`src/cache_stats.sv`:
```
`timescale 1ns/1ps

module cache_stats #(
	parameter int COUNT_WIDTH = 16
) (
	input logic clk,
	input logic rst,
	input logic req_done,
	input logic req_write,
	input logic req_hit,
	output logic [COUNT_WIDTH-1:0] read_count,
	output logic [COUNT_WIDTH-1:0] write_count,
	output logic [COUNT_WIDTH-1:0] hit_count,
	output logic [COUNT_WIDTH-1:0] miss_count
);

	// free running, wraps at the top
	always_ff @(posedge clk)
	begin
		if (rst)
		begin
			read_count <= '0;
			write_count <= '0;
			hit_count <= '0;
			miss_count <= '0;
		end
		else if (req_done)
		begin
			// data and instruction reads both count as reads
			if (req_write)
				write_count <= write_count + 1'b1;
			else
				read_count <= read_count + 1'b1;
			if (req_hit)
				hit_count <= hit_count + 1'b1;
			else
				miss_count <= miss_count + 1'b1;
		end
	end

endmodule

```
`config.mk`:
```
export PLATFORM = sky130hd
export DESIGN_NAME = cache_stats
export DESIGN_NICKNAME = d
export VERILOG_FILES = /design/src/cache_stats.sv
export SDC_FILE = /design/constraint.sdc
export NUM_CORES = 1
export LEC_CHECK = 0
export BUFFER_PORTS_ARGS = -buffer_cell sky130_fd_sc_hd__buf_2
export CAP_MARGIN = 20
export CORE_MARGIN = 2
export CORE_UTILIZATION = 53
export CTS_CLUSTER_DIAMETER = 60
export DETAILED_ROUTE_END_ITERATION = 10
export PLACE_DENSITY = 0.75
export SLEW_MARGIN = 0
export SYNTH_ARGS = -nofsm -noshare
export SYNTH_HDL_FRONTEND = slang
export SYNTH_SLANG_ARGS = --single-unit
```
`constraint.sdc`:
```
create_clock -name clk -period 2.1 [get_ports clk]
set_clock_uncertainty 0.1 [all_clocks]
set_input_delay 0.21 -clock clk [delete_from_list [all_inputs] [get_ports clk]]
set_output_delay 0.21 -clock clk [all_outputs]
set_load 0.02 [all_outputs]
```
Word-level counts from Yosys, hierarchy flattened
Index checks and enable logic that the tools add are counted.

$add $sub $neg: 4. Reduce and logical (&&, ||, !) cells: 4. Bitwise gates (word level): 2.

Operators by type and width (number): adder 16 x 1 -> 16 bit (second input constant) (4); AND reduction 2 bit (4); inverter 1 bit (2).

Logic and storage cells: 14. Flip-flop bits (word level): 64. Input port bits: 5. Output and inout bits: 64.

Depth between registers and ports, before layout
Word-level depth: 2. Depth in mapped cells: 6. Gate-level depth less buffers: 5.

Least setup slack after synthesis
Ideal clock, no wire load.

Kind: flip-flop to flip-flop. Start point: reg miss_count[2]. End point: reg miss_count[15]. Data required time: 1879 ps. Stages on the path, launching flop included: 6. Data arrival time: 1794 ps. Path buffers: 1. Period minus slack after synthesis: 2015 ps. Path slack: 85 ps. Cells stage by stage: dfxtp_1 nand2_1 or4b_1 clkbuf_1 nor3_1 mux2_2.

Longest elaborated chain between the ends: 1.

Ends and longest elaborated chain: start: declaration (RTL line 14) `output logic [COUNT_WIDTH-1:0] miss_count`; start signal: assignment (RTL line 37) `miss_count <= miss_count + 1'b1;`; adder 16 x 1 -> 16 bit (RTL line 37).

No other way between the ends. A chain may end at the register's enable or synchronous reset.

Final worst setup path
Start point: reg miss_count[0]. End point: reg miss_count[14].

The elaborated chain is that of the path after synthesis.

==> flow_metrics.env <==
export IMPL_status="completed"
export IMPL_die_x_um=77.4
export IMPL_fp_dieH_um=77.4
export IMPL_synth_flop_cell="dfxtp_1"
export IMPL_viasPerCell=5.32
export IMPL_grt_max_degree=28
export IMPL_cp_arrival_ns=2.14
export IMPL_drv_cap=0
export IMPL_clkLatencyLatePin_ns=0.33
export IMPL_tritoncts="yes"
export IMPL_clkTransAtPathRegs_ns=0.07
export IMPL_overflow=0
export IMPL_slew_headroom_pct=65.9
export IMPL_drive_above_1_share_pct=24.0
export IMPL_cts_sinks=64
export IMPL_required_ns=2.26
export IMPL_drtAntennaViolNets=0
export IMPL_routedWlPerCell_um=12.7
export IMPL_syn_area_mm2=0.00285
export IMPL_power_frac_seq_pct=51.3
export IMPL_hp_class="primary input to register"
export IMPL_cts_buffers=9
export IMPL_power_leakage_nw=1.42
export IMPL_p_comb_share_pct=3.9
export IMPL_drt_iter0_drc=73
export IMPL_cp_end_kind="register"
export IMPL_synth_edff_count=0
export IMPL_setup_violations=0
export IMPL_hp_start="req_hit"
export IMPL_rsz0062_at_grt="no"
export IMPL_dr_wl_met3_um=284
export IMPL_drc=0
export IMPL_setup_tns_ns=0
export IMPL_antenna_found_initial=0
export IMPL_antenna_cells=0
export IMPL_internal_power_w=0.00186
export IMPL_highest_layer="met4"
export IMPL_num_io_pins=69
export IMPL_rr_worst_depth=5
export IMPL_syn2layout_area_growth_pct=23.0
export IMPL_row_count=26
export IMPL_synth_area_leader_cell="dfxtp_1"
export IMPL_cts_root_buf="clkbuf_8"
export IMPL_hpwl_um=4380
export IMPL_port_buffer_count=68
export IMPL_first_pass_iters=4
export IMPL_period_needed_ns=1.98
export IMPL_critical_path_max_fanout=6
export IMPL_slowest_stage="or4_4"
export IMPL_grt_pass1_vias=2339
export IMPL_max_clock_path_buffers=2
export IMPL_holdPathStages=3
export IMPL_ys_ff_latch=64
export IMPL_async_reset_ff_share_pct=0
export IMPL_hold_viol=0
export IMPL_routed_wl_met2_um=2870
export IMPL_wl_met1_um=2900
export IMPL_worstSetupPathType="register to register"
export IMPL_ys_types=36
export IMPL_tightest_slew_ns=0.511
export IMPL_finalCritPeriodShare_pct=94.2
export IMPL_critPathLaunchType="register"
export IMPL_design_area_mm2=0.00351
export IMPL_vias=2586
export IMPL_wl_um=6170
export IMPL_avgSynthCellArea_um2=8.49
export IMPL_place_gp_congestion=0.802
export IMPL_clockPowerShare_pct=44.9
export IMPL_netlist_instances=336
export IMPL_core_area_mm2=0.00514
export IMPL_htreeDepth=3
export IMPL_critical_path_max_stage_delay_ns=0.56
export IMPL_cts_setup_buffers=0
export IMPL_start_util_pct=55.5
export IMPL_synthDominantCellAreaShare_pct=44.9
export IMPL_r2r_setup_slack_ns=0.12
export IMPL_switching_share_pct=22.7
export IMPL_r2r_start="miss_count[0]$_SDFFE_PP0P_"
export IMPL_peakVddDrop_mv=0.396
export IMPL_final_core_util_pct=68.3
export IMPL_crit_chain="ha_1 -> nand3b_1 -> or4_4 -> or3_1 -> a21oi_1"
export IMPL_grt_pass1_wl_um=10500
export IMPL_p_total_w=0.00241
export IMPL_track_usage_pct=21.7
export IMPL_hold_end="hit_count[1]$_SDFFE_PP0P_"
export IMPL_r2r_end="miss_count[14]$_SDFFE_PP0P_"
export IMPL_fmax_mhz=505
export IMPL_die_area_mm2=0.00598
export IMPL_synthesis_nets=345
export IMPL_fin_nets=420
export IMPL_ys_seq_area_share_pct=44.9
export IMPL_yosysWarnings=0
export IMPL_drv_slew=0
export IMPL_powerDensity_mw_per_mm2=687
export IMPL_power_switching_w=0.000547
export IMPL_synthTopCellsByArea="dfxtp_1 (45%), nor2_1 (6.5%), xor2_1 (5.8%), xnor2_1 (5.5%), a21oi_1 (3.9%)"
export IMPL_placed_area_mm2=0.00329
export IMPL_holdWs_ns=0.103
==> placed cells by master (no fill, tap or decap), types with 8 or more instances in the layout <==
cell type  netlist  layout
dfxtp_1         64      64
nor2_1          49      49
inv_1           13      13
xnor2_1         18      18
a21oi_1         22      22
nand2_1         22      22
nand3_1         22      22
or3_1           10      10
o21ai_0         10      10
xor2_1          19      19
nand4_1         13      13
nor3_1          14      14
buf_2            0      68
buf_4            0       8
clkbuf_8         0      11
==> flip-flops by register name (all words and copies together), names as in the netlist <==
register,count
hit_count,16
miss_count,16
read_count,16
write_count,16
==> cell type report <==
class | instances | area (µm²)
clock inverters | 5 | 55.1
inverters | 13 | 48.8
clock buffers | 11 | 151
multi-input cells | 247 | 1480
flip-flops and latches | 64 | 1280
well taps | 70 | 87.6
repair buffers | 76 | 400
fillers | 470 | 1630
==> how the worst max path moves through the flow <==
stage / start / to / slack [ns]
finish: miss_count[0]$_SDFFE_PP0P_ / miss_count[14]$_SDFFE_PP0P_ / 0.12
floorplan: miss_count[2]$_SDFFE_PP0P_ / miss_count[15]$_SDFFE_PP0P_ / 0.09
global route: miss_count[0]$_SDFFE_PP0P_ / miss_count[12]$_SDFFE_PP0P_ / 0.02
detailed placement: miss_count[0]$_SDFFE_PP0P_ / miss_count[14]$_SDFFE_PP0P_ / 0.09
CTS: miss_count[0]$_SDFFE_PP0P_ / miss_count[14]$_SDFFE_PP0P_ / 0.07
global placement: req_hit / miss_count[15]$_SDFFE_PP0P_ / 0.16
==> metal layers <==
| metal | vias to the layer above | global-route usage [%] |
|---|---|---|
| met5 | - | 0 |
| met4 | 0 | 10.2 |
| met3 | 10 | 4.65 |
| met2 | 58 | 35.3 |
| met1 | 1196 | 27.4 |
| li1 | 1322 | - |
==> worst max-delay path, delay by kind of cell (launching register included) <==
family	cells	cell delay, ns
and+or+nand+nor	3	1.10
DFF	1	0.39
AOI/OAI and AO/OA	1	0.14
adders and majority gates	1	0.18
==> kinds of logic after synthesis <==
family | count (synthesis) | synth area share (%)
buffers and inverters | 25 | 3.29
XOR/XNOR | 37 | 11.4
AO/OA/AOI/OAI | 44 | 9.04
multiplexers | 4 | 1.49
flip-flops | 64 | 44.9
adder cells (fa/ha/maj) | 4 | 1.76
AND/OR/NAND/NOR | 158 | 28.1
==> cells in the mapped netlist (all sizes together), types with 5 or more instances <==
master / instances
a21oi: 22
buf: 5
clkbuf: 7
dfxtp: 64
inv: 13
nand2: 22
nand3: 22
nand4: 13
nor2: 49
nor3: 14
o21ai: 10
or3: 10
or4: 5
xnor2: 18
xor2: 19
==> timing repair <==
action	in CTS	in global routing
resized for setup	0	2
hold buffers	0	0
endpoints found under the setup margin	0	4
==> per-stage QoR <==
stage                     cells  setup slack (ns)
after floorplan             336            0.0855
after global routing        486            0.0177
final                       486             0.122
after CTS                   486            0.0661
after detailed placement    470            0.0926
after global placement      470             0.159
==> power by group through the flow <==
stage          clock (W)  combinational, W  sequential, W
2_1_floorplan          0         0.0000467        0.00127
3_3_place_gp           0         0.0000917        0.00126
3_5_place_dp           0         0.0000940        0.00126
4_1_cts          0.00111         0.0000949        0.00123
5_1_grt          0.00115          0.000104        0.00124
6_report         0.00108         0.0000932        0.00124
Note: power is estimated with default switching activity, not from simulation.
