<file path="src/cache_pkg.sv">
package cache_pkg;

	////////////////////////////////////////////////////////////
	// geometry
	////////////////////////////////////////////////////////////

	// byte address from the trace
	localparam int ADDR_WIDTH = 32;
	// 64-byte lines
	localparam int OFFSET_WIDTH = 6;
	// 8-way set associative
	localparam int WAYS = 8;
	localparam int WAY_WIDTH = $clog2(WAYS);
	// one counter per way, 7 is most recent
	localparam int LRU_WIDTH = 3;

	////////////////////////////////////////////////////////////
	// encodings
	////////////////////////////////////////////////////////////

	// trace opcodes, 5 (stall) is not decoded
	typedef enum logic [2:0]
	{
		CMD_READ = 3'd0,
		CMD_WRITE = 3'd1,
		CMD_IFETCH = 3'd2,
		CMD_SNOOP_INV = 3'd3,
		CMD_SNOOP_RD = 3'd4,
		CMD_SNOOP_RWIM = 3'd6
	} cmd_e;

	typedef enum logic [1:0]
	{
		MESI_M = 2'd0,
		MESI_E = 2'd1,
		MESI_S = 2'd2,
		MESI_I = 2'd3
	} mesi_e;

	typedef enum logic [1:0]
	{
		SNOOP_HIT = 2'd0,
		SNOOP_HITM = 2'd1,
		SNOOP_MISS = 2'd2
	} snoop_e;

	// write-back of a victim goes out on the evict port
	typedef enum logic [1:0]
	{
		BUS_READ = 2'd0,
		BUS_WRITE = 2'd1,
		BUS_RWIM = 2'd2,
		BUS_INVALIDATE = 2'd3
	} bus_op_e;

endpackage
</file>
<file path="src/cache_mesi_ctrl.sv">
`timescale 1ns/1ps

module cache_mesi_ctrl #(
	parameter int INDEX_WIDTH = 14,
	localparam int TAG_WIDTH = cache_pkg::ADDR_WIDTH - INDEX_WIDTH - cache_pkg::OFFSET_WIDTH
) (
	input logic clk,
	input logic rst,
	input logic cmd_valid,
	input cache_pkg::cmd_e cmd_op,
	input logic [cache_pkg::ADDR_WIDTH-1:0] cmd_addr,
	output logic busy,
	output logic rd_en,
	output logic [INDEX_WIDTH-1:0] rd_index,
	input logic [cache_pkg::WAYS-1:0][TAG_WIDTH-1:0] rd_tags,
	input cache_pkg::mesi_e [cache_pkg::WAYS-1:0] rd_states,
	input logic [cache_pkg::WAYS-1:0][cache_pkg::LRU_WIDTH-1:0] rd_lru,
	input logic match,
	input logic [cache_pkg::WAY_WIDTH-1:0] match_way,
	input logic [cache_pkg::WAY_WIDTH-1:0] victim_way,
	input logic [cache_pkg::WAYS-1:0][cache_pkg::LRU_WIDTH-1:0] new_lru,
	output logic [TAG_WIDTH-1:0] tag,
	output logic [cache_pkg::WAY_WIDTH-1:0] touch_way,
	output logic wr_en,
	output logic [INDEX_WIDTH-1:0] wr_index,
	output logic [cache_pkg::WAYS-1:0][TAG_WIDTH-1:0] wr_tags,
	output cache_pkg::mesi_e [cache_pkg::WAYS-1:0] wr_states,
	output logic [cache_pkg::WAYS-1:0][cache_pkg::LRU_WIDTH-1:0] wr_lru,
	output logic resp_valid,
	output logic resp_hit,
	output cache_pkg::snoop_e resp_snoop,
	output logic bus_valid,
	output cache_pkg::bus_op_e bus_op,
	output logic [cache_pkg::ADDR_WIDTH-1:0] bus_addr,
	output logic evict_valid,
	output logic [cache_pkg::ADDR_WIDTH-1:0] evict_addr,
	output logic req_done,
	output logic req_write,
	output logic req_hit
);

	typedef enum logic [1:0] {ST_IDLE, ST_LOOKUP, ST_UPDATE} state_e;

	state_e state;
	cache_pkg::cmd_e op_q;
	logic [cache_pkg::ADDR_WIDTH-1:0] addr_q;
	logic in_update;
	logic is_req;
	logic is_snoop;
	logic alloc;
	logic bus_req;
	cache_pkg::snoop_e ext_snoop;
	cache_pkg::mesi_e hit_state;
	cache_pkg::mesi_e victim_state;

	////////////////////////////////////////////////////////////
	// command sequencing: idle, read set, decide and write
	////////////////////////////////////////////////////////////

	always_ff @(posedge clk)
	begin
		if (rst)
			state <= ST_IDLE;
		else
		begin
			case (state)
				ST_IDLE: if (cmd_valid) state <= ST_LOOKUP;
				ST_LOOKUP: state <= ST_UPDATE;
				default: state <= ST_IDLE;
			endcase
		end
	end

	// command payload, held until the set is written
	always_ff @(posedge clk)
	begin
		if (state == ST_IDLE && cmd_valid)
		begin
			op_q <= cmd_op;
			addr_q <= cmd_addr;
		end
	end

	assign busy = (state != ST_IDLE);
	assign in_update = (state == ST_UPDATE);

	// address split of the held command
	assign tag = addr_q[cache_pkg::ADDR_WIDTH-1 -: TAG_WIDTH];
	assign rd_index = addr_q[cache_pkg::OFFSET_WIDTH +: INDEX_WIDTH];
	assign wr_index = rd_index;
	assign rd_en = (state == ST_LOOKUP);
	assign wr_en = in_update;

	// other caches' answer rides on the low address bits
	always_comb
	begin
		case (addr_q[1:0])
			2'b00: ext_snoop = cache_pkg::SNOOP_HIT;
			2'b10: ext_snoop = cache_pkg::SNOOP_HITM;
			default: ext_snoop = cache_pkg::SNOOP_MISS;
		endcase
	end

	assign is_req = op_q inside {cache_pkg::CMD_READ, cache_pkg::CMD_WRITE, cache_pkg::CMD_IFETCH};
	assign is_snoop = op_q inside {cache_pkg::CMD_SNOOP_INV, cache_pkg::CMD_SNOOP_RD,
		cache_pkg::CMD_SNOOP_RWIM};
	assign alloc = is_req && !match;
	assign hit_state = rd_states[match_way];
	assign victim_state = rd_states[victim_way];
	assign touch_way = match ? match_way : victim_way;

	////////////////////////////////////////////////////////////
	// mesi next state and bus request
	////////////////////////////////////////////////////////////

	always_comb
	begin
		wr_tags = rd_tags;
		wr_states = rd_states;
		// snoops leave the lru order alone
		wr_lru = is_req ? new_lru : rd_lru;
		bus_req = 1'b0;
		bus_op = cache_pkg::BUS_READ;
		if (alloc)
			wr_tags[victim_way] = tag;
		case (op_q)
			cache_pkg::CMD_READ, cache_pkg::CMD_IFETCH:
			begin
				// read hit keeps its state
				if (!match)
				begin
					bus_req = 1'b1;
					wr_states[victim_way] = (ext_snoop == cache_pkg::SNOOP_MISS) ?
						cache_pkg::MESI_E : cache_pkg::MESI_S;
				end
			end
			cache_pkg::CMD_WRITE:
			begin
				if (match)
				begin
					wr_states[match_way] = cache_pkg::MESI_M;
					// shared copies elsewhere must drop
					if (hit_state == cache_pkg::MESI_S)
					begin
						bus_req = 1'b1;
						bus_op = cache_pkg::BUS_INVALIDATE;
					end
				end
				else
				begin
					bus_req = 1'b1;
					bus_op = cache_pkg::BUS_RWIM;
					wr_states[victim_way] = cache_pkg::MESI_M;
				end
			end
			cache_pkg::CMD_SNOOP_INV:
			begin
				if (match && hit_state == cache_pkg::MESI_S)
					wr_states[match_way] = cache_pkg::MESI_I;
			end
			cache_pkg::CMD_SNOOP_RD:
			begin
				if (match && hit_state inside {cache_pkg::MESI_M, cache_pkg::MESI_E})
					wr_states[match_way] = cache_pkg::MESI_S;
			end
			cache_pkg::CMD_SNOOP_RWIM:
			begin
				if (match)
					wr_states[match_way] = cache_pkg::MESI_I;
			end
			// stall and unused codes leave the set as read
			default: ;
		endcase
	end

	// our answer to a snoop
	always_comb
	begin
		if (!is_snoop || !match)
			resp_snoop = cache_pkg::SNOOP_MISS;
		else if (hit_state == cache_pkg::MESI_M)
			resp_snoop = cache_pkg::SNOOP_HITM;
		else
			resp_snoop = cache_pkg::SNOOP_HIT;
	end

	////////////////////////////////////////////////////////////
	// pulses, all in the update cycle
	////////////////////////////////////////////////////////////

	assign resp_valid = in_update;
	assign resp_hit = match;
	assign bus_valid = in_update && bus_req;
	// line aligned
	assign bus_addr = {addr_q[cache_pkg::ADDR_WIDTH-1:cache_pkg::OFFSET_WIDTH],
		{cache_pkg::OFFSET_WIDTH{1'b0}}};
	// modified victim needs a write-back
	assign evict_valid = in_update && alloc && victim_state == cache_pkg::MESI_M;
	assign evict_addr = {rd_tags[victim_way], rd_index, {cache_pkg::OFFSET_WIDTH{1'b0}}};

	// statistics see requests only
	assign req_done = in_update && is_req;
	assign req_write = (op_q == cache_pkg::CMD_WRITE);
	assign req_hit = match;

endmodule

</file>
<file path="config.mk">
export PLATFORM = sky130hd
export DESIGN_NAME = cache_mesi_ctrl
export DESIGN_NICKNAME = d
export VERILOG_FILES = /design/src/cache_pkg.sv /design/src/cache_mesi_ctrl.sv
export SDC_FILE = /design/constraint.sdc
export NUM_CORES = 1
export LEC_CHECK = 0
export ABC_AREA = 1
export BUFFER_PORTS_ARGS = -buffer_cell sky130_fd_sc_hd__buf_2
export CAP_MARGIN = 40
export CORE_AREA = 5 5 174 176
export CTS_CLUSTER_SIZE = 25
export DETAILED_ROUTE_END_ITERATION = 10
export DIE_AREA = 0 0 179 181
export HOLD_SLACK_MARGIN = 0.08
export PLACE_DENSITY = 0.47
export SLEW_MARGIN = 20
export SYNTH_ARGS = -nofsm -noshare
export SYNTH_HDL_FRONTEND = slang
export SYNTH_SLANG_ARGS = --single-unit
</file>
<file path="constraint.sdc">
create_clock -name clk -period 2.55 [get_ports clk]
set_clock_uncertainty 0.1 [all_clocks]
set_input_delay 0.6375 -clock clk [delete_from_list [all_inputs] [get_ports clk]]
set_output_delay 0.6375 -clock clk [all_outputs]
set_load 0.03 [all_outputs]
</file>
### Word level (Yosys, flattened, before mapping)

Cells that the tools add are included.

* flip-flop bits (word level): 37
* input port bits: 205
* output and inout bits: 257
* word-level logic and storage cells: 86

* $lt $le $gt $ge: 4
* eq/ne operators: 12
* mux-type cells: 36
* bitwise logic cells: 8
* reductions and logical operators: 23

Operators by type and width (count)
* 96-bit bitwise mux: 1
* 96-bit two-way mux: 1
* 16-bit two-way mux: 5
* 16-bit one-hot mux with 5 select lines: 1
* 12-bit binary-select mux with 3-bit select: 1
* 12-bit demux with 3-bit select: 1
* 16-bit AND: 2
* 16-bit NOT: 2
* 12-bit two-way mux: 2
* 24-bit two-way mux: 1
* 2-bit two-way mux: 10
* 16-bit bitwise mux: 1
* 16-bit bitwise OR: 1
* 2-bit binary-select mux with 3-bit select: 2
* 2-bit demux with 3-bit select: 2
* 1-bit logical AND: 10
* 8-bit AND: 1
* 2-bit equality test, second input constant: 4
* 2-bit zero test: 4
* 3-bit by 4-bit < comparator with 1-bit output, second input constant: 2
* 8-bit NOT: 1
* 8-bit bitwise OR: 1
* 2-bit one-hot mux with 2 select lines: 2
* 3-bit by 2-bit equality test with 1-bit output, second input constant: 2
* other kinds (14): 23

### Logic depth before layout (Yosys ltp)

* depth after elaboration: 8
* mapped depth: 13

### Worst setup path after synthesis

Ideal clock, no wire load.

* kind: input to output
* start: input port match_way[0] in the netlist's numbering
* end: output port resp_snoop[0]
* arrival time: 2123 ps
* data required time: 1812 ps
* slack: -311 ps
* cell stages on the path: 8
* path buffers: 1
* path through: inv_2 -> buf_4 -> nand2_1 -> nand3_1 -> nand2_1 -> inv_1 -> nand2_4 -> nor4_1

* longest elaborated chain between the ends: 5

RTL lines
* start, declared: line cache_mesi_ctrl.sv:19 `input logic [cache_pkg::WAY_WIDTH-1:0] match_way,`
* 2-bit binary-select mux with 3-bit select: line cache_mesi_ctrl.sv:108 `assign hit_state = rd_states[match_way];`
* 2-bit two-way mux (implied by the code): line cache_mesi_ctrl.sv:108
* 2-bit zero test: line cache_mesi_ctrl.sv:181 `else if (hit_state == cache_pkg::MESI_M)`
* 1-bit two-way mux: line cache_mesi_ctrl.sv:181
* 2-bit two-way mux: line cache_mesi_ctrl.sv:179 `if (!is_snoop || !match)`
* end, declared: line cache_mesi_ctrl.sv:31 `output cache_pkg::snoop_e resp_snoop,`

No other way between the ends. The select of a mux whose other input is x is not followed.

==> summary.txt <==
CTS
  – Clk sinks: 32
  – Clk Latency, worst-skew pair: 280 ps
  – Worst-path clk slew: 50 ps
  – Clock Tree Root: clkbuf_16
  – Hold_buf cts: 0
  – H-tree levels: 2
  – Clock tree buffer depth: 2
  – TritonCTS clock tree: done
  – CTS Buf Count: 5

Synthesis
  – Synth top area share: 17.9%
  – Cells after Synth: 885
  – Synth cell types: 39
  – Synth area leader: nand2_1
  – Async S/R FF share, synth: 0%
  – Syn avg cell area: 5.93 um^2
  – Top cells by area, synth: nand2_1 18%, edfxtp_1 17%, buf_4 14%, o21ai_0 12%, nor2_1 6.8%
  – Synth Warn #: 0
  – EDFF count, synth: 30
  – Seq/Total Area, Yosys: 17.9%
  – Synthesized area: 0.00525 mm^2
  – #FFs+latches synth: 32
  – Primary FF master, synth: edfxtp_1

Floorplanning
  – Die ar.: 0.0324 mm^2
  – Chip width: 179 um
  – Initial core utilization: 18.4%
  – Die height: 181 um
  – Row cnt: 62
  – Num ports: 462
  – CORE AREA: 0.0285 mm^2

Routing
  – Post-Route WL: 38300 um
  – Avg WL per Cell: 21.3 um
  – First DRT Iteration DRCs: 514
  – Via count: 8624
  – Initial DRT Pass Iterations: 5
  – Drt drc: 0
  – Via density per instance: 4.78
  – Post-DRT Antenna Nets: 0

Place
  – Post-DP HPWL: 29100 um
  – Cell area after placement: 0.00854 mm^2
  – Placement Setup Slack: -581 ps
  – I/O Buffers: 444
  – RD Place Congestion: 0.953

Global routing
  – Largest net degree at the start of global routing: 27
  – First-pass GRT wire length: 50700 um
  – Initial antenna violation count: 3
  – Grt ovf: 0
  – Vias in the first global route: 8161
  – Tot GR Track Use: 20.7%

Worst setup path
  – Crit path kind: reg -> out
  – FF-to-FF Start: state[0]$_SDFFE_PP0P_
  – Critical path origin: op_q[2]$_DFFE_PP_
  – Critical-path maximum fanout: 6
  – Worst Path Required: 1810 ps
  – Critical Path AT: 2040 ps
  – Endpoint class of the critical path: output pin
  – CP startpoint kind: register

Worst hold path
  – Hold wc startpoint: state[1]$_SDFFE_PP0P_
  – Hold Path Class: reg -> reg

Power and ir drop
  – Pwr Total: 0.00405 W
  – Static leakage: 5.86 nW
  – Share of power burned in registers: 16.1%
  – Clock share of power: 16.6%
  – Comb power frac: 67.3%
  – Sw power: 0.00189 W
  – Internal power: 0.00216 W
  – VDD IR-drop max: 0.434 mV
  – Fraction of power spent switching nets: 46.6%
  – PD cells: 324 mW/mm^2

Cells and area
  – Share of layout cells above drive strength 1: 70.0%
  – Area grow syn2layout: 138%
  – Most frequent cells in the layout: 299 x buf_2, 171 x buf_6, 158 x nand2_1, 132 x buf_4, 72 x nor2_1
  – Fin nets: 1621
  – Fin area: 0.0125 mm^2
  – Most common cell after layout, fill and taps aside: buf_2
  – Fillcell total: 2848

Run
  – Max-cap violations: 0

Status
  – Failing checks: negative setup slack
  – Status: finished, violations left

Timing
  – Period Utilization, post-route: 109%
  – Post-route setup TNS: -14780 ps
  – Final Max Slew Viols: 0
  – Actual slew at the worst max-slew pin: 774 ps
  – Fin crit period: 2780 ps
  – Max-slew headroom: 48.3%
  – Worst setup slack after layout: -225 ps
  – Final Hold Fails: 0
  – RSZ-0062 raised after global routing: true
  – Max Clk Rate: 0.360 GHz
  – Final setup violation count: 139
==> synth_stat cells (3+ instances only) <==
master,n
nor2_2,7
buf_2,24
o21ai_0,125
clkbuf_1,12
o221ai_1,12
nor2_4,5
o22ai_1,5
nor4_1,4
inv_2,7
edfxtp_1,30
inv_1,58
nand2_2,8
a221oi_1,12
nor3_1,19
o2111ai_1,8
buf_4,100
nand2_1,250
nor3_2,3
o211ai_1,8
nor2_1,95
o31ai_1,3
o311ai_0,3
nand3_1,21
nand4_1,4
a21oi_1,35
o21ai_1,8
==> state kept, by name, summed over array words and instances (netlist names) <==
register,cells
addr_q,27
op_q,3
state,2
==> power by group through the flow <==
stage | combinational [W] | sequential, W | clock, W
floorplan | 0.00126 | 0.000651 | 0
global placement | 0.00200 | 0.000660 | 0
detailed placement | 0.00200 | 0.000660 | 0
CTS | 0.00237 | 0.000652 | 0.000691
global route | 0.00286 | 0.000659 | 0.000707
finish | 0.00272 | 0.000652 | 0.000671
==> metal layers <==
metal / up-vias / global-route usage, % / wire, um
li1: 3957 / - / -
met5: - / 0 / 13
met4: 2 / 6.91 / 1340
met1: 4127 / 26.3 / 15400
met2: 458 / 35.7 / 19000
met3: 80 / 2.80 / 2590
==> metrics by stage <==
step                      hold WS [ps]  util, %  std cells
after floorplan                    321        -        896
final                              342     43.9       1803
after detailed placement           336     30.0       1727
after CTS                          344     36.8       1767
after global placement             333     30.0       1727
after global routing               369     43.9       1803
==> worst max-delay path, cell delays in order (launching register included) <==
cell,delay (ps)
edfxtp_1,440
buf_6,160
nor2_4,130
inv_4,60
nand2_8,110
inv_8,50
nor2_4,190
buf_6,170
buf_16,140
nor2_4,30
a21oi_2,120
buf_6,150
==> layout make-up <==
class                   instances  area (um^2)  area share, %
diodes                          2         5.00         0.0400
clock buffers                   6          129           1.03
clock inverters                 2         35.0          0.280
inverters                      66          302           2.41
multi-input cells             657         5130           41.0
flip-flops and latches         32          941           7.53
well taps                     384          480           3.84
repair buffers                654         5480           43.8
==> path summary, 6_finish.rpt <==
check                                              to  slack (ps)  cells past startpoint
worst max-delay path                       wr_tags[3]        -230                     11
worst max register to register   addr_q[25]$_DFFE_PP_        1120                      4
worst min-delay path            state[1]$_SDFFE_PP0P_         340                      1
worst min register to register  state[1]$_SDFFE_PP0P_         340                      1
==> cell families after synthesis <==
kind of cell	count (synthesis)	share of synthesized area [%]
AO/OA/AOI/OAI	223	24.8
flip-flops	32	17.9
AND/OR/NAND/NOR	422	34.3
other	1	0.0714
buffers and inverters	207	22.9
==> timing repair <==
item,4_1_cts,5_1_grt
hold endpoints to repair,0,0
pin swaps,46,60
endpoints found under the setup margin,154,140
resized for setup,423,418
setup buffers,28,24
gates cloned,6,15
Power figures use the tool's default switching activity.
