File: src/cache_pkg.sv
package cache_pkg;

	////////////////////////////////////////////////////////////
	// geometry
	////////////////////////////////////////////////////////////

	// byte address from the trace
	localparam int ADDR_WIDTH = 32;
	// 64-byte lines
	localparam int OFFSET_WIDTH = 6;
	// 8-way set associative
	localparam int WAYS = 8;
	localparam int WAY_WIDTH = $clog2(WAYS);
	// one counter per way, 7 is most recent
	localparam int LRU_WIDTH = 3;

	////////////////////////////////////////////////////////////
	// encodings
	////////////////////////////////////////////////////////////

	// trace opcodes, 5 (stall) is not decoded
	typedef enum logic [2:0]
	{
		CMD_READ = 3'd0,
		CMD_WRITE = 3'd1,
		CMD_IFETCH = 3'd2,
		CMD_SNOOP_INV = 3'd3,
		CMD_SNOOP_RD = 3'd4,
		CMD_SNOOP_RWIM = 3'd6
	} cmd_e;

	typedef enum logic [1:0]
	{
		MESI_M = 2'd0,
		MESI_E = 2'd1,
		MESI_S = 2'd2,
		MESI_I = 2'd3
	} mesi_e;

	typedef enum logic [1:0]
	{
		SNOOP_HIT = 2'd0,
		SNOOP_HITM = 2'd1,
		SNOOP_MISS = 2'd2
	} snoop_e;

	// write-back of a victim goes out on the evict port
	typedef enum logic [1:0]
	{
		BUS_READ = 2'd0,
		BUS_WRITE = 2'd1,
		BUS_RWIM = 2'd2,
		BUS_INVALIDATE = 2'd3
	} bus_op_e;

endpackage
File: src/cache_way_select.sv
`timescale 1ns/1ps

module cache_way_select #(
	parameter int INDEX_WIDTH = 14,
	localparam int TAG_WIDTH = cache_pkg::ADDR_WIDTH - INDEX_WIDTH - cache_pkg::OFFSET_WIDTH
) (
	input logic [cache_pkg::WAYS-1:0][TAG_WIDTH-1:0] rd_tags,
	input cache_pkg::mesi_e [cache_pkg::WAYS-1:0] rd_states,
	input logic [cache_pkg::WAYS-1:0][cache_pkg::LRU_WIDTH-1:0] rd_lru,
	input logic [TAG_WIDTH-1:0] tag,
	input logic [cache_pkg::WAY_WIDTH-1:0] touch_way,
	output logic match,
	output logic [cache_pkg::WAY_WIDTH-1:0] match_way,
	output logic empty,
	output logic [cache_pkg::WAY_WIDTH-1:0] empty_way,
	output logic [cache_pkg::WAY_WIDTH-1:0] victim_way,
	output logic [cache_pkg::WAYS-1:0][cache_pkg::LRU_WIDTH-1:0] new_lru
);

	logic [cache_pkg::WAY_WIDTH-1:0] lru_way;
	logic [cache_pkg::LRU_WIDTH-1:0] touched_lru;

	////////////////////////////////////////////////////////////
	// searches
	////////////////////////////////////////////////////////////

	// walk down so the lowest way wins each search
	always_comb
	begin
		match = 1'b0;
		match_way = '0;
		empty = 1'b0;
		empty_way = '0;
		lru_way = '0;
		for (int w = cache_pkg::WAYS - 1; w >= 0; w--)
		begin
			// tag hit only counts on a live line
			if (rd_tags[w] == tag && rd_states[w] != cache_pkg::MESI_I)
			begin
				match = 1'b1;
				match_way = w[cache_pkg::WAY_WIDTH-1:0];
			end
			if (rd_states[w] == cache_pkg::MESI_I)
			begin
				empty = 1'b1;
				empty_way = w[cache_pkg::WAY_WIDTH-1:0];
			end
			// least recently used
			if (rd_lru[w] == '0)
				lru_way = w[cache_pkg::WAY_WIDTH-1:0];
		end
	end

	// fill an empty way before evicting
	assign victim_way = empty ? empty_way : lru_way;

	////////////////////////////////////////////////////////////
	// lru touch
	////////////////////////////////////////////////////////////

	assign touched_lru = rd_lru[touch_way];

	// ways above the touched one slide down by one
	always_comb
	begin
		for (int w = 0; w < cache_pkg::WAYS; w++)
		begin
			if (w == int'(touch_way))
				new_lru[w] = '1;
			else if (rd_lru[w] > touched_lru)
				new_lru[w] = rd_lru[w] - 1'b1;
			else
				new_lru[w] = rd_lru[w];
		end
	end

endmodule

File: config.mk
export PLATFORM = sky130hd
export DESIGN_NAME = cache_way_select
export DESIGN_NICKNAME = d
export VERILOG_FILES = /design/src/cache_pkg.sv /design/src/cache_way_select.sv
export SDC_FILE = /design/constraint.sdc
export NUM_CORES = 1
export LEC_CHECK = 0
export ABC_AREA = 0
export BUFFER_PORTS_ARGS = -buffer_cell sky130_fd_sc_hd__buf_4
export CORE_MARGIN = 8
export CORE_UTILIZATION = 35
export DETAILED_ROUTE_END_ITERATION = 7
export MAX_ROUTING_LAYER = met4
export PLACE_DENSITY = 0.69
export SYNTH_ARGS = -nofsm -noshare
export SYNTH_HDL_FRONTEND = slang
export SYNTH_SLANG_ARGS = --single-unit
File: constraint.sdc
create_clock -name vclk -period 3.55
set_clock_uncertainty 0.1 [all_clocks]
set_input_delay 0.1775 -clock vclk [all_inputs]
set_output_delay 0.1775 -clock vclk [all_outputs]
set_load 0.1 [all_outputs]
* Yosys cells after proc, flatten, opt, wreduce, memory -nomap -nowiden
Index checks and enable logic that the tools add are counted.
** Word-level totals
- Register bits after elaboration :: 0
- Bits of input ports :: 151
- Output and inout bits :: 35
- Word-level logic and storage cells :: 124
** Operators by class
- $add $sub $neg :: 8
- Order comparisons :: 9
- Equality and inequality tests :: 31
- Mux-type cells :: 59
- Reductions and logical operators :: 17
** Operator list (number)
- $mux W3 :: 42
- $eq A12 B12 Y1 :: 8
- $logic_not A3 Y1 :: 9
- $gt A3 B3 Y1 :: 8
- $sub A3 B1 Y3 const B :: 8
- $eq A2 B2 Y1 const B :: 8
- $mux W1 :: 16
- $ne A2 B2 Y1 const B :: 8
- $eq A3 B3 Y1 const A :: 4
- $bmux W3 S3 :: 1
- $logic_and A1 B1 Y1 :: 8
- $eq A2 B3 Y1 const A :: 2
- $lt A3 B4 Y1 const B :: 1
- $eq A1 B3 Y1 const A :: 1

* Depth between registers and ports, before layout
Gate-level depths: netlist of run 1.
- Word-level depth :: 10
- Mapped depth :: 12
- Depth with buffers taken out :: 10

* Least setup slack after synthesis of run 1
Ideal clock, no wire load.
- Path kind :: input to output
- Start :: input port rd_states[12] (netlist name)
- End :: output port victim_way[2] (netlist name)
- Data arrival time :: 3.906 ns
- Required time :: 3.273 ns
- Setup slack :: -0.633 ns
- Cell stages on the path :: 7
- Path through :: nand2_1 > nand2_1 > nor2_1 > nand2b_1 > a21oi_1 > o21ai_1 > o32ai_1
** Between the ends
- Longest elaborated chain between the ends :: 9
** Ends and longest elaborated chain
- from (decl) :: line cache_way_select.sv:8 : input cache_pkg::mesi_e [cache_pkg::WAYS-1:0] rd_states,
- $eq A2 B2 Y1 :: line cache_way_select.sv:43 : if (rd_states[w] == cache_pkg::MESI_I)
- $mux W1 (7 in a row) :: line cache_way_select.sv:43
- named net empty :: line cache_way_select.sv:14 : output logic empty,
- $mux W3 :: line cache_way_select.sv:55 : assign victim_way = empty ? empty_way : lru_way;
- to (decl) :: line cache_way_select.sv:16 : output logic [cache_pkg::WAY_WIDTH-1:0] victim_way,
The timed path passes the listed nets, and every way through them passes these cells.

==> results.py, run 1 <==
metrics = {
    "worst_setup_path": {
        "cp.arrival_ns": 2.76,
        "crit_path_end_kind": "output pin",
        "worst_setup_path_start_kind": "input port",
        "crit_fanout": 14,
        "path_class": "input port to output pin",
        "critPathRequiredTime_ns": 3.27,
    },
    "global_route": {
        "antenna_found_initial": 0,
        "grt_max_degree": 15,
        "grt_overflow": 0,
        "grt_usage_pct": 20.37,
        "grt_pass1_vias": 3549,
        "grt_pass1_wl_microns": 18310,
    },
    "drt": {
        "drt_iter0_drc": 91,
        "ant_nets": 0,
        "first_pass_iters": 4,
        "wl_per_cell_microns": 18.23,
        "totalWireLength_microns": 11740,
        "vias_per_cell": 5.193,
        "num_vias": 3344,
        "drc_errors": 0,
    },
    "synth": {
        "avgSynthCellArea_sq_um": 7.517,
        "yosys.cell_count.top_type": "xnor2_1",
        "netlist_top_cells_area": "ha_1, xnor2_1, xor2_1",
        "synthTopCellsByCount": "xnor2_1, xor2_1, ha_1, nand2_1, inv_1",
        "ys_seq_area_share_pct": 0,
        "yosysUniqueCellTypes": 37,
        "syn_inst": 372,
        "synth_top_area_share_pct": 17.90,
        "yosysWarnings": 0,
        "synth.largest_area_cell": "ha_1",
        "syn_area_sq_um": 2796,
        "synth_nets": 563,
    },
    "floorplan": {
        "fp.dieH_microns": 105.4,
        "row_count": 32,
        "start_util_pct": 36.19,
        "core_area_sq_um": 7727,
        "top_level_ports": 186,
        "die_area_sq_um": 11110,
        "die_x_microns": 105.4,
    },
    "place": {
        "dp_cells": 644,
        "gp_routability_congestion": 0.8570,
        "place_ws_ns": 0.5098,
        "port_buffers": 186,
        "place_hpwl_microns": 10400,
        "dpl-instance-area_sq_um": 4287,
    },
    "cts": {
        "holdBufCountCts": 0,
        "post_cts_buffers": 0,
        "postCtsResizedCells": 0,
    },
    "power_and_ir_drop": {
        "total_power_mw": 1.181,
        "p_int_mw": 0.3831,
        "p_switching_mw": 0.7975,
        "p_seq_share_pct": 0,
        "power_frac_comb_pct": 100.0,
        "clock_power_share_pct": 0,
        "power_density_nw_per_um2": 275.4,
        "leakage_nw": 2.109,
        "peakVddDrop_mv": 0.3069,
        "p_sw_share_pct": 67.55,
    },
    "final_layout": {
        "post-route-util_pct": 55.47,
        "n_fill_cell": 735,
        "instances_no_fill": 644,
        "areaGrowthSynthToFinish_pct": 53.29,
        "n_sequential_cell": 0,
        "antenna-diode-count": 0,
        "drive_above_1_share_pct": 39.30,
        "final_area_sq_um": 4287,
        "nNetsFinal": 735,
        "clkbuf_count": 0,
        "register_area_sq_um": 0,
    },
    "sta": {
        "whs_ns": 0.7272,
        "fin_crit_sh_pct": 85.58,
        "max_slew.worst_pin.slew_ns": 0.5783,
        "max_slew_margin_pct": 60.68,
        "finalSetupViolCount": 0,
        "rsz0062_at_grt": "false",
        "fin_setup_tns_ns": 0,
        "worst_slack_ns": 0.5120,
        "period_minus_slack_ns": 3.038,
        "fmaxAchievable_mhz": 329.2,
        "slew_viol_final": 0,
        "hold_violations": 0,
    },
    "job": {
        "cap_violations": 0,
    },
    "hold_path": {
        "hp-class": "input port to output pin",
    },
    "outcome": {
        "status": "finished, final reports clean",
    },
}
==> power by group through the flow <==
stage	logic (mW)	clock network [mW]	registers [mW]
5_1_grt	1.25	0	0
4_1_cts	1.19	0	0
6_report	1.18	0	0
3_5_place_dp	1.18	0	0
3_3_place_gp	1.17	0	0
2_1_floorplan	0.860	0	0
==> placed cells by master, fill, tap and decap left out, types with 2 or more instances in the layout <==
cell,instances
a21boi_1,2
a21o_1,9
a21oi_1,18
a21oi_2,2
a31oi_1,10
and3_1,9
buf_4,186
ha_1,40
inv_1,29
mux4_2,6
nand2_1,30
nand2b_1,12
nand3_1,8
nand3b_1,3
nand4_1,12
nand4_2,2
nor2_1,7
nor2b_1,2
nor3_1,3
nor3_2,2
nor4_1,12
o211ai_1,8
o21ai_0,3
o21ai_1,3
o21ai_2,9
xnor2_1,57
xor2_1,47
==> routing by layer <==
metal / global-route usage, % / wire length, microns
met1: 22.70 / 4728
met3: 3.350 / 868
met4: 3.364 / 230
met2: 37.50 / 5911
met5: - / 0
==> logic make-up after synthesis <==
kind of cell / count (synthesis) / synth area share (%)
mux: 8 / 5.548
compound gates: 67 / 14.50
fa+ha+maj: 40 / 17.90
buf+inv: 46 / 7.829
simple gates: 107 / 21.66
xor+xnor: 104 / 32.57
==> critical path, stage by stage <==
cell	delay [ns]
buf_4	0.19
mux4_2	0.53
mux2i_2	0.49
ha_1	0.36
a31oi_1	0.41
a21oi_1	0.16
o21ai_2	0.15
buf_4	0.29
==> final cells by class <==
cell class / count / area (sq um) / share of cell area, %
multi-input cells: 326 / 2650 / 61.82
repair buffers: 186 / 1396 / 32.57
inverters: 30 / 112.6 / 2.627
well taps: 102 / 127.6 / 2.977
==> path summary, 6_finish.rpt <==
| path | startpoint | endpoint | slack (ns) | depth (start not counted) |
|---|---|---|---|---|
| min | rd_lru[6] | new_lru[6] | 0.73 | 4 |
| max | touch_way[0] | new_lru[23] | 0.51 | 8 |
Power figures use the tool's default switching activity.
==> run 2, diff against run 1 <==
--- a/config.mk
+++ b/config.mk
@@ -11,7 +11,7 @@
 export CORE_UTILIZATION = 35
 export DETAILED_ROUTE_END_ITERATION = 7
 export MAX_ROUTING_LAYER = met4
-export PLACE_DENSITY = 0.69
+export PLACE_DENSITY = 0.72
 export SYNTH_ARGS = -nofsm -noshare
 export SYNTH_HDL_FRONTEND = slang
 export SYNTH_SLANG_ARGS = --single-unit
==> constraint.sdc (replaced) <==
create_clock -name vclk -period 2.7
set_clock_uncertainty 0.1 [all_clocks]
set_input_delay 0.135 -clock vclk [all_inputs]
set_output_delay 0.135 -clock vclk [all_outputs]
set_load 0.1 [all_outputs]
==> results.py, run 2 (synthesis results as in run 1) <==
metrics = {
    "power_and_ir_drop": {
        "clock_power_share_pct": 0,
        "total_power_mw": 1.711,
        "p_seq_share_pct": 0,
        "power_frac_comb_pct": 100.0,
        "p_int_mw": 0.6053,
        "leakage_nw": 2.226,
        "p_sw_share_pct": 64.63,
        "p_switching_mw": 1.106,
        "peakVddDrop_mv": 0.4621,
        "power_density_nw_per_um2": 366.1,
    },
    "final_layout": {
        "register_area_sq_um": 0,
        "layout_common_cells": "buf_4, xnor2_1, xor2_1",
        "antenna-diode-count": 0,
        "clkbuf_count": 0,
        "n_sequential_cell": 0,
        "drive_above_1_share_pct": 45.41,
        "post-route-util_pct": 60.49,
        "n_fill_cell": 675,
        "areaGrowthSynthToFinish_pct": 67.16,
        "nNetsFinal": 748,
        "final_common_cell": "buf_4",
    },
    "floorplan": {
        "core_area_sq_um": 7727,
        "die_x_microns": 105.4,
        "die_area_sq_um": 11110,
        "fp.dieH_microns": 105.4,
        "top_level_ports": 186,
        "start_util_pct": 36.19,
        "row_count": 32,
    },
    "sta": {
        "max_slew.worst_pin.slew_ns": 0.5003,
        "fin_crit_sh_pct": 97.64,
        "period_minus_slack_ns": 2.636,
        "slew_viol_final": 0,
        "finalSetupViolCount": 0,
        "hold_violations": 0,
        "fmaxAchievable_mhz": 379.3,
        "worst_slack_ns": 0.06364,
        "max_slew_margin_pct": 66.34,
        "whs_ns": 0.6048,
    },
    "global_route": {
        "grt_usage_pct": 20.29,
        "grt_overflow": 0,
        "antenna_found_initial": 0,
        "grt_pass1_wl_microns": 18310,
        "grt_max_degree": 13,
        "grt_pass1_vias": 3636,
    },
    "worst_setup_path": {
        "worst_setup_path_start_kind": "input port",
        "critPathRequiredTime_ns": 2.47,
        "crit_path_start": "touch_way[1]",
        "path_class": "input port to output pin",
        "cp.arrival_ns": 2.40,
        "crit_path_end_kind": "output pin",
        "crit_fanout": 5,
    },
    "place": {
        "place_hpwl_microns": 10310,
        "place_ws_ns": -0.04142,
        "port_buffers": 186,
        "gp_routability_congestion": 0.9078,
    },
    "hold_path": {
        "hp-start": "rd_lru[0]",
        "hp-class": "input port to output pin",
    },
    "drt": {
        "drt_iter0_drc": 95,
        "first_pass_iters": 4,
        "drc_errors": 0,
        "wl_per_cell_microns": 17.94,
        "totalWireLength_microns": 11790,
        "num_vias": 3364,
        "ant_nets": 0,
        "vias_per_cell": 5.120,
    },
    "cts": {
        "post_cts_buffers": 0,
        "holdBufCountCts": 0,
    },
    "job": {
        "cap_violations": 0,
    },
    "outcome": {
        "status": "finished, final reports clean",
    },
}
==> run 2: cell type report <==
cell class | count | area, sq um | share of cell area, %
multi-input combinational | 326 | 2835 | 60.65
timing repair buffer | 199 | 1599 | 34.21
tap | 102 | 127.6 | 2.730
inverter | 30 | 112.6 | 2.409
==> run 2: per-stage QoR <==
stage                     TNS (ns)  instances  instance area (sq um)
after floorplan             -6.282        372                   3004
after global placement           0        657                   4518
after detailed placement  -0.07382        657                   4518
after CTS                        0        657                   4544
after global routing      -0.06648        657                   4674
final                            0        657                   4674
==> run 2: final timing paths <==
| path | cells past startpoint | to |
|---|---|---|
| max | 11 | new_lru[23] |
| min | 4 | new_lru[0] |
==> run 2: metal layers <==
metal / GRT usage [%] / part of all wire [%] / vias up
met5: - / 0 / -
met4: 1.019 / 0.41 / 0
met3: 3.654 / 7.8 / 2
met2: 39.70 / 53 / 136
met1: 21.38 / 38 / 1563
li1: - / - / 1663
==> run 2: critical path, cell delays in order <==
cell and delay [ns]:
buf_4 0.12, mux4_2 0.53, mux2i_4 0.17, buf_4 0.17, ha_1 0.26, a21o_1 0.17, a21oi_1 0.18, a31oi_2 0.10
and3_1 0.21, o21ai_4 0.18, buf_12 0.19
==> run 2: what timing repair did <==
item,in CTS,in global routing
endpoints found under the setup margin,4,17
pin swaps,0,1
gates resized for setup,5,28
==> run 2: power by group through the flow <==
stage               registers, mW  logic, mW  clock network (mW)
floorplan                       0       1.17                   0
global placement                0       1.60                   0
detailed placement              0       1.63                   0
CTS                             0       1.65                   0
global route                    0       1.80                   0
finish                          0       1.71                   0
==> run 3, diff against run 2 <==
==> constraint.sdc (replaced) <==
create_clock -name vclk -period 2.4
set_clock_uncertainty 0.1 [all_clocks]
set_input_delay 0.12 -clock vclk [all_inputs]
set_output_delay 0.12 -clock vclk [all_outputs]
set_load 0.1 [all_outputs]
==> results.py, run 3 (synthesis results as in run 1) <==
metrics = {
    "worst_setup_path": {
        "critPathRequiredTime_ns": 2.18,
        "crit_chain": "buf_8 -> mux4_2 -> mux2i_4 -> buf_6 -> ha_4 -> a21o_1 -> a21oi_2 -> a31oi_4 -> and3_4 -> o21ai_4 -> buf_12",
        "critPathMaxStageDelay_ns": 0.52,
        "crit_path_end_kind": "output pin",
        "path_class": "input port to output pin",
        "worst_setup_path_start_kind": "input port",
        "cp_slowest_cell": "mux4_2",
        "crit_fanout": 5,
        "cp.arrival_ns": 2.32,
    },
    "floorplan": {
        "fp.dieH_microns": 105.4,
        "row_count": 32,
        "top_level_ports": 186,
        "core_area_sq_um": 7727,
        "die_x_microns": 105.4,
        "start_util_pct": 36.19,
        "die_area_sq_um": 11110,
    },
    "sta": {
        "worst_slack_ns": -0.1396,
        "hold_violations": 0,
        "slew_viol_final": 0,
        "max_slew.worst_pin.slew_ns": 0.5849,
        "finalSetupViolCount": 21,
        "fin_setup_tns_ns": -1.579,
        "fmaxAchievable_mhz": 393.8,
        "whs_ns": 0.5565,
        "rsz0062_at_grt": "true",
        "max_slew_margin_pct": 60.65,
        "fin_crit_sh_pct": 105.8,
        "period_minus_slack_ns": 2.540,
    },
    "cts": {
        "holdBufCountCts": 0,
    },
    "drt": {
        "first_pass_iters": 4,
        "vias_per_cell": 5.309,
        "wl_per_cell_microns": 20.60,
        "ant_nets": 0,
        "num_vias": 3647,
        "totalWireLength_microns": 14150,
        "drt_iter0_drc": 125,
        "drc_errors": 0,
    },
    "final_layout": {
        "n_sequential_cell": 0,
        "nNetsFinal": 778,
        "n_fill_cell": 570,
        "layout_common_cells": "buf_4, xnor2_1, xor2_1",
        "register_area_sq_um": 0,
        "areaGrowthSynthToFinish_pct": 100.7,
        "drive_above_1_share_pct": 56.58,
        "post-route-util_pct": 72.62,
        "clkbuf_count": 0,
        "instances_no_fill": 687,
        "multi_input_area_sq_um": 3324,
        "final_common_cell": "buf_4",
        "antenna-diode-count": 0,
    },
    "hold_path": {
        "hp-class": "input port to output pin",
        "hold-path-endpoint": "new_lru[3]",
        "hold-path-cell-count": 4,
        "hp-start": "rd_lru[3]",
    },
    "outcome": {
        "status": "finished with violations",
        "violations": "setup timing",
    },
    "global_route": {
        "antenna_found_initial": 0,
        "grt_pass1_wl_microns": 21380,
        "grt_pass1_vias": 4075,
        "grt_overflow": 0,
        "grt_usage_pct": 24.36,
        "grt_max_degree": 13,
    },
    "place": {
        "place_hpwl_microns": 11200,
        "dp_cells": 678,
        "gp_routability_congestion": 0.8593,
        "port_buffers": 186,
    },
    "power_and_ir_drop": {
        "peakVddDrop_mv": 0.2843,
        "leakage_nw": 2.511,
        "power_density_nw_per_um2": 432.6,
        "total_power_mw": 2.428,
    },
    "job": {
        "cap_violations": 0,
    },
}
## run 3: cell types whose count changed in the layout (fill, tap and decap cells not counted), sizes merged
cell    before  now
buf        199  228
bufbuf       0    1
## run 3: final cells by class
| cell class | instances | area share [%] |
|---|---|---|
| inverters | 30 | 2.051 |
| well taps | 102 | 2.274 |
| repair buffers | 229 | 36.43 |
| multi-input cells | 326 | 59.24 |
## run 3: layer usage
metal  up-vias  wire length, microns  global-route usage [%]
met5         -                     0                       -
met4         0                   339                   4.077
met3        27                   728                   3.471
met2       139                  7788                   46.09
met1      1751                  5297                   26.45
li1       1730                     -                       -
## run 3: worst max-delay path, delay by kind of cell
kind	cells	cell delay [ns]
simple gates	1	0.20
mux	2	0.71
fa+ha+maj	1	0.21
compound gates	4	0.61
buf+inv	3	0.47
## run 3: metrics by stage
stage	cell area, sq um	setup WS, ns
after floorplan	3103	-1.001
after global placement	4750	-0.3084
after detailed placement	4750	-0.3742
after CTS	5510	-0.1140
after global routing	5612	-0.2287
final	5612	-0.1396
## run 3: how the worst max path moves through the flow
stage,from,end,slack [ns]
3_5_place_dp,touch_way[0],new_lru[17],-0.37
4_1_cts,touch_way[1],new_lru[20],-0.11
3_3_place_gp,touch_way[0],new_lru[2],-0.31
2_1_floorplan,touch_way[0],new_lru[4],-1.00
5_1_grt,rd_lru[0],new_lru[14],-0.23
6_report,touch_way[1],new_lru[20],-0.14
## run 3: power by group
group	leakage (nW)	internal (mW)	switching [mW]
clock	0	0	0
sequential	0	0	0
combinational	2.51	0.994	1.43
total	2.51	0.994	1.43
## run 3: what timing repair did
action                                  4_1_cts  5_1_grt
setup buffers                                 7        2
pin swaps                                    28       25
gates cloned                                  1        0
resized for setup                           120       17
endpoints found under the setup margin       24       24
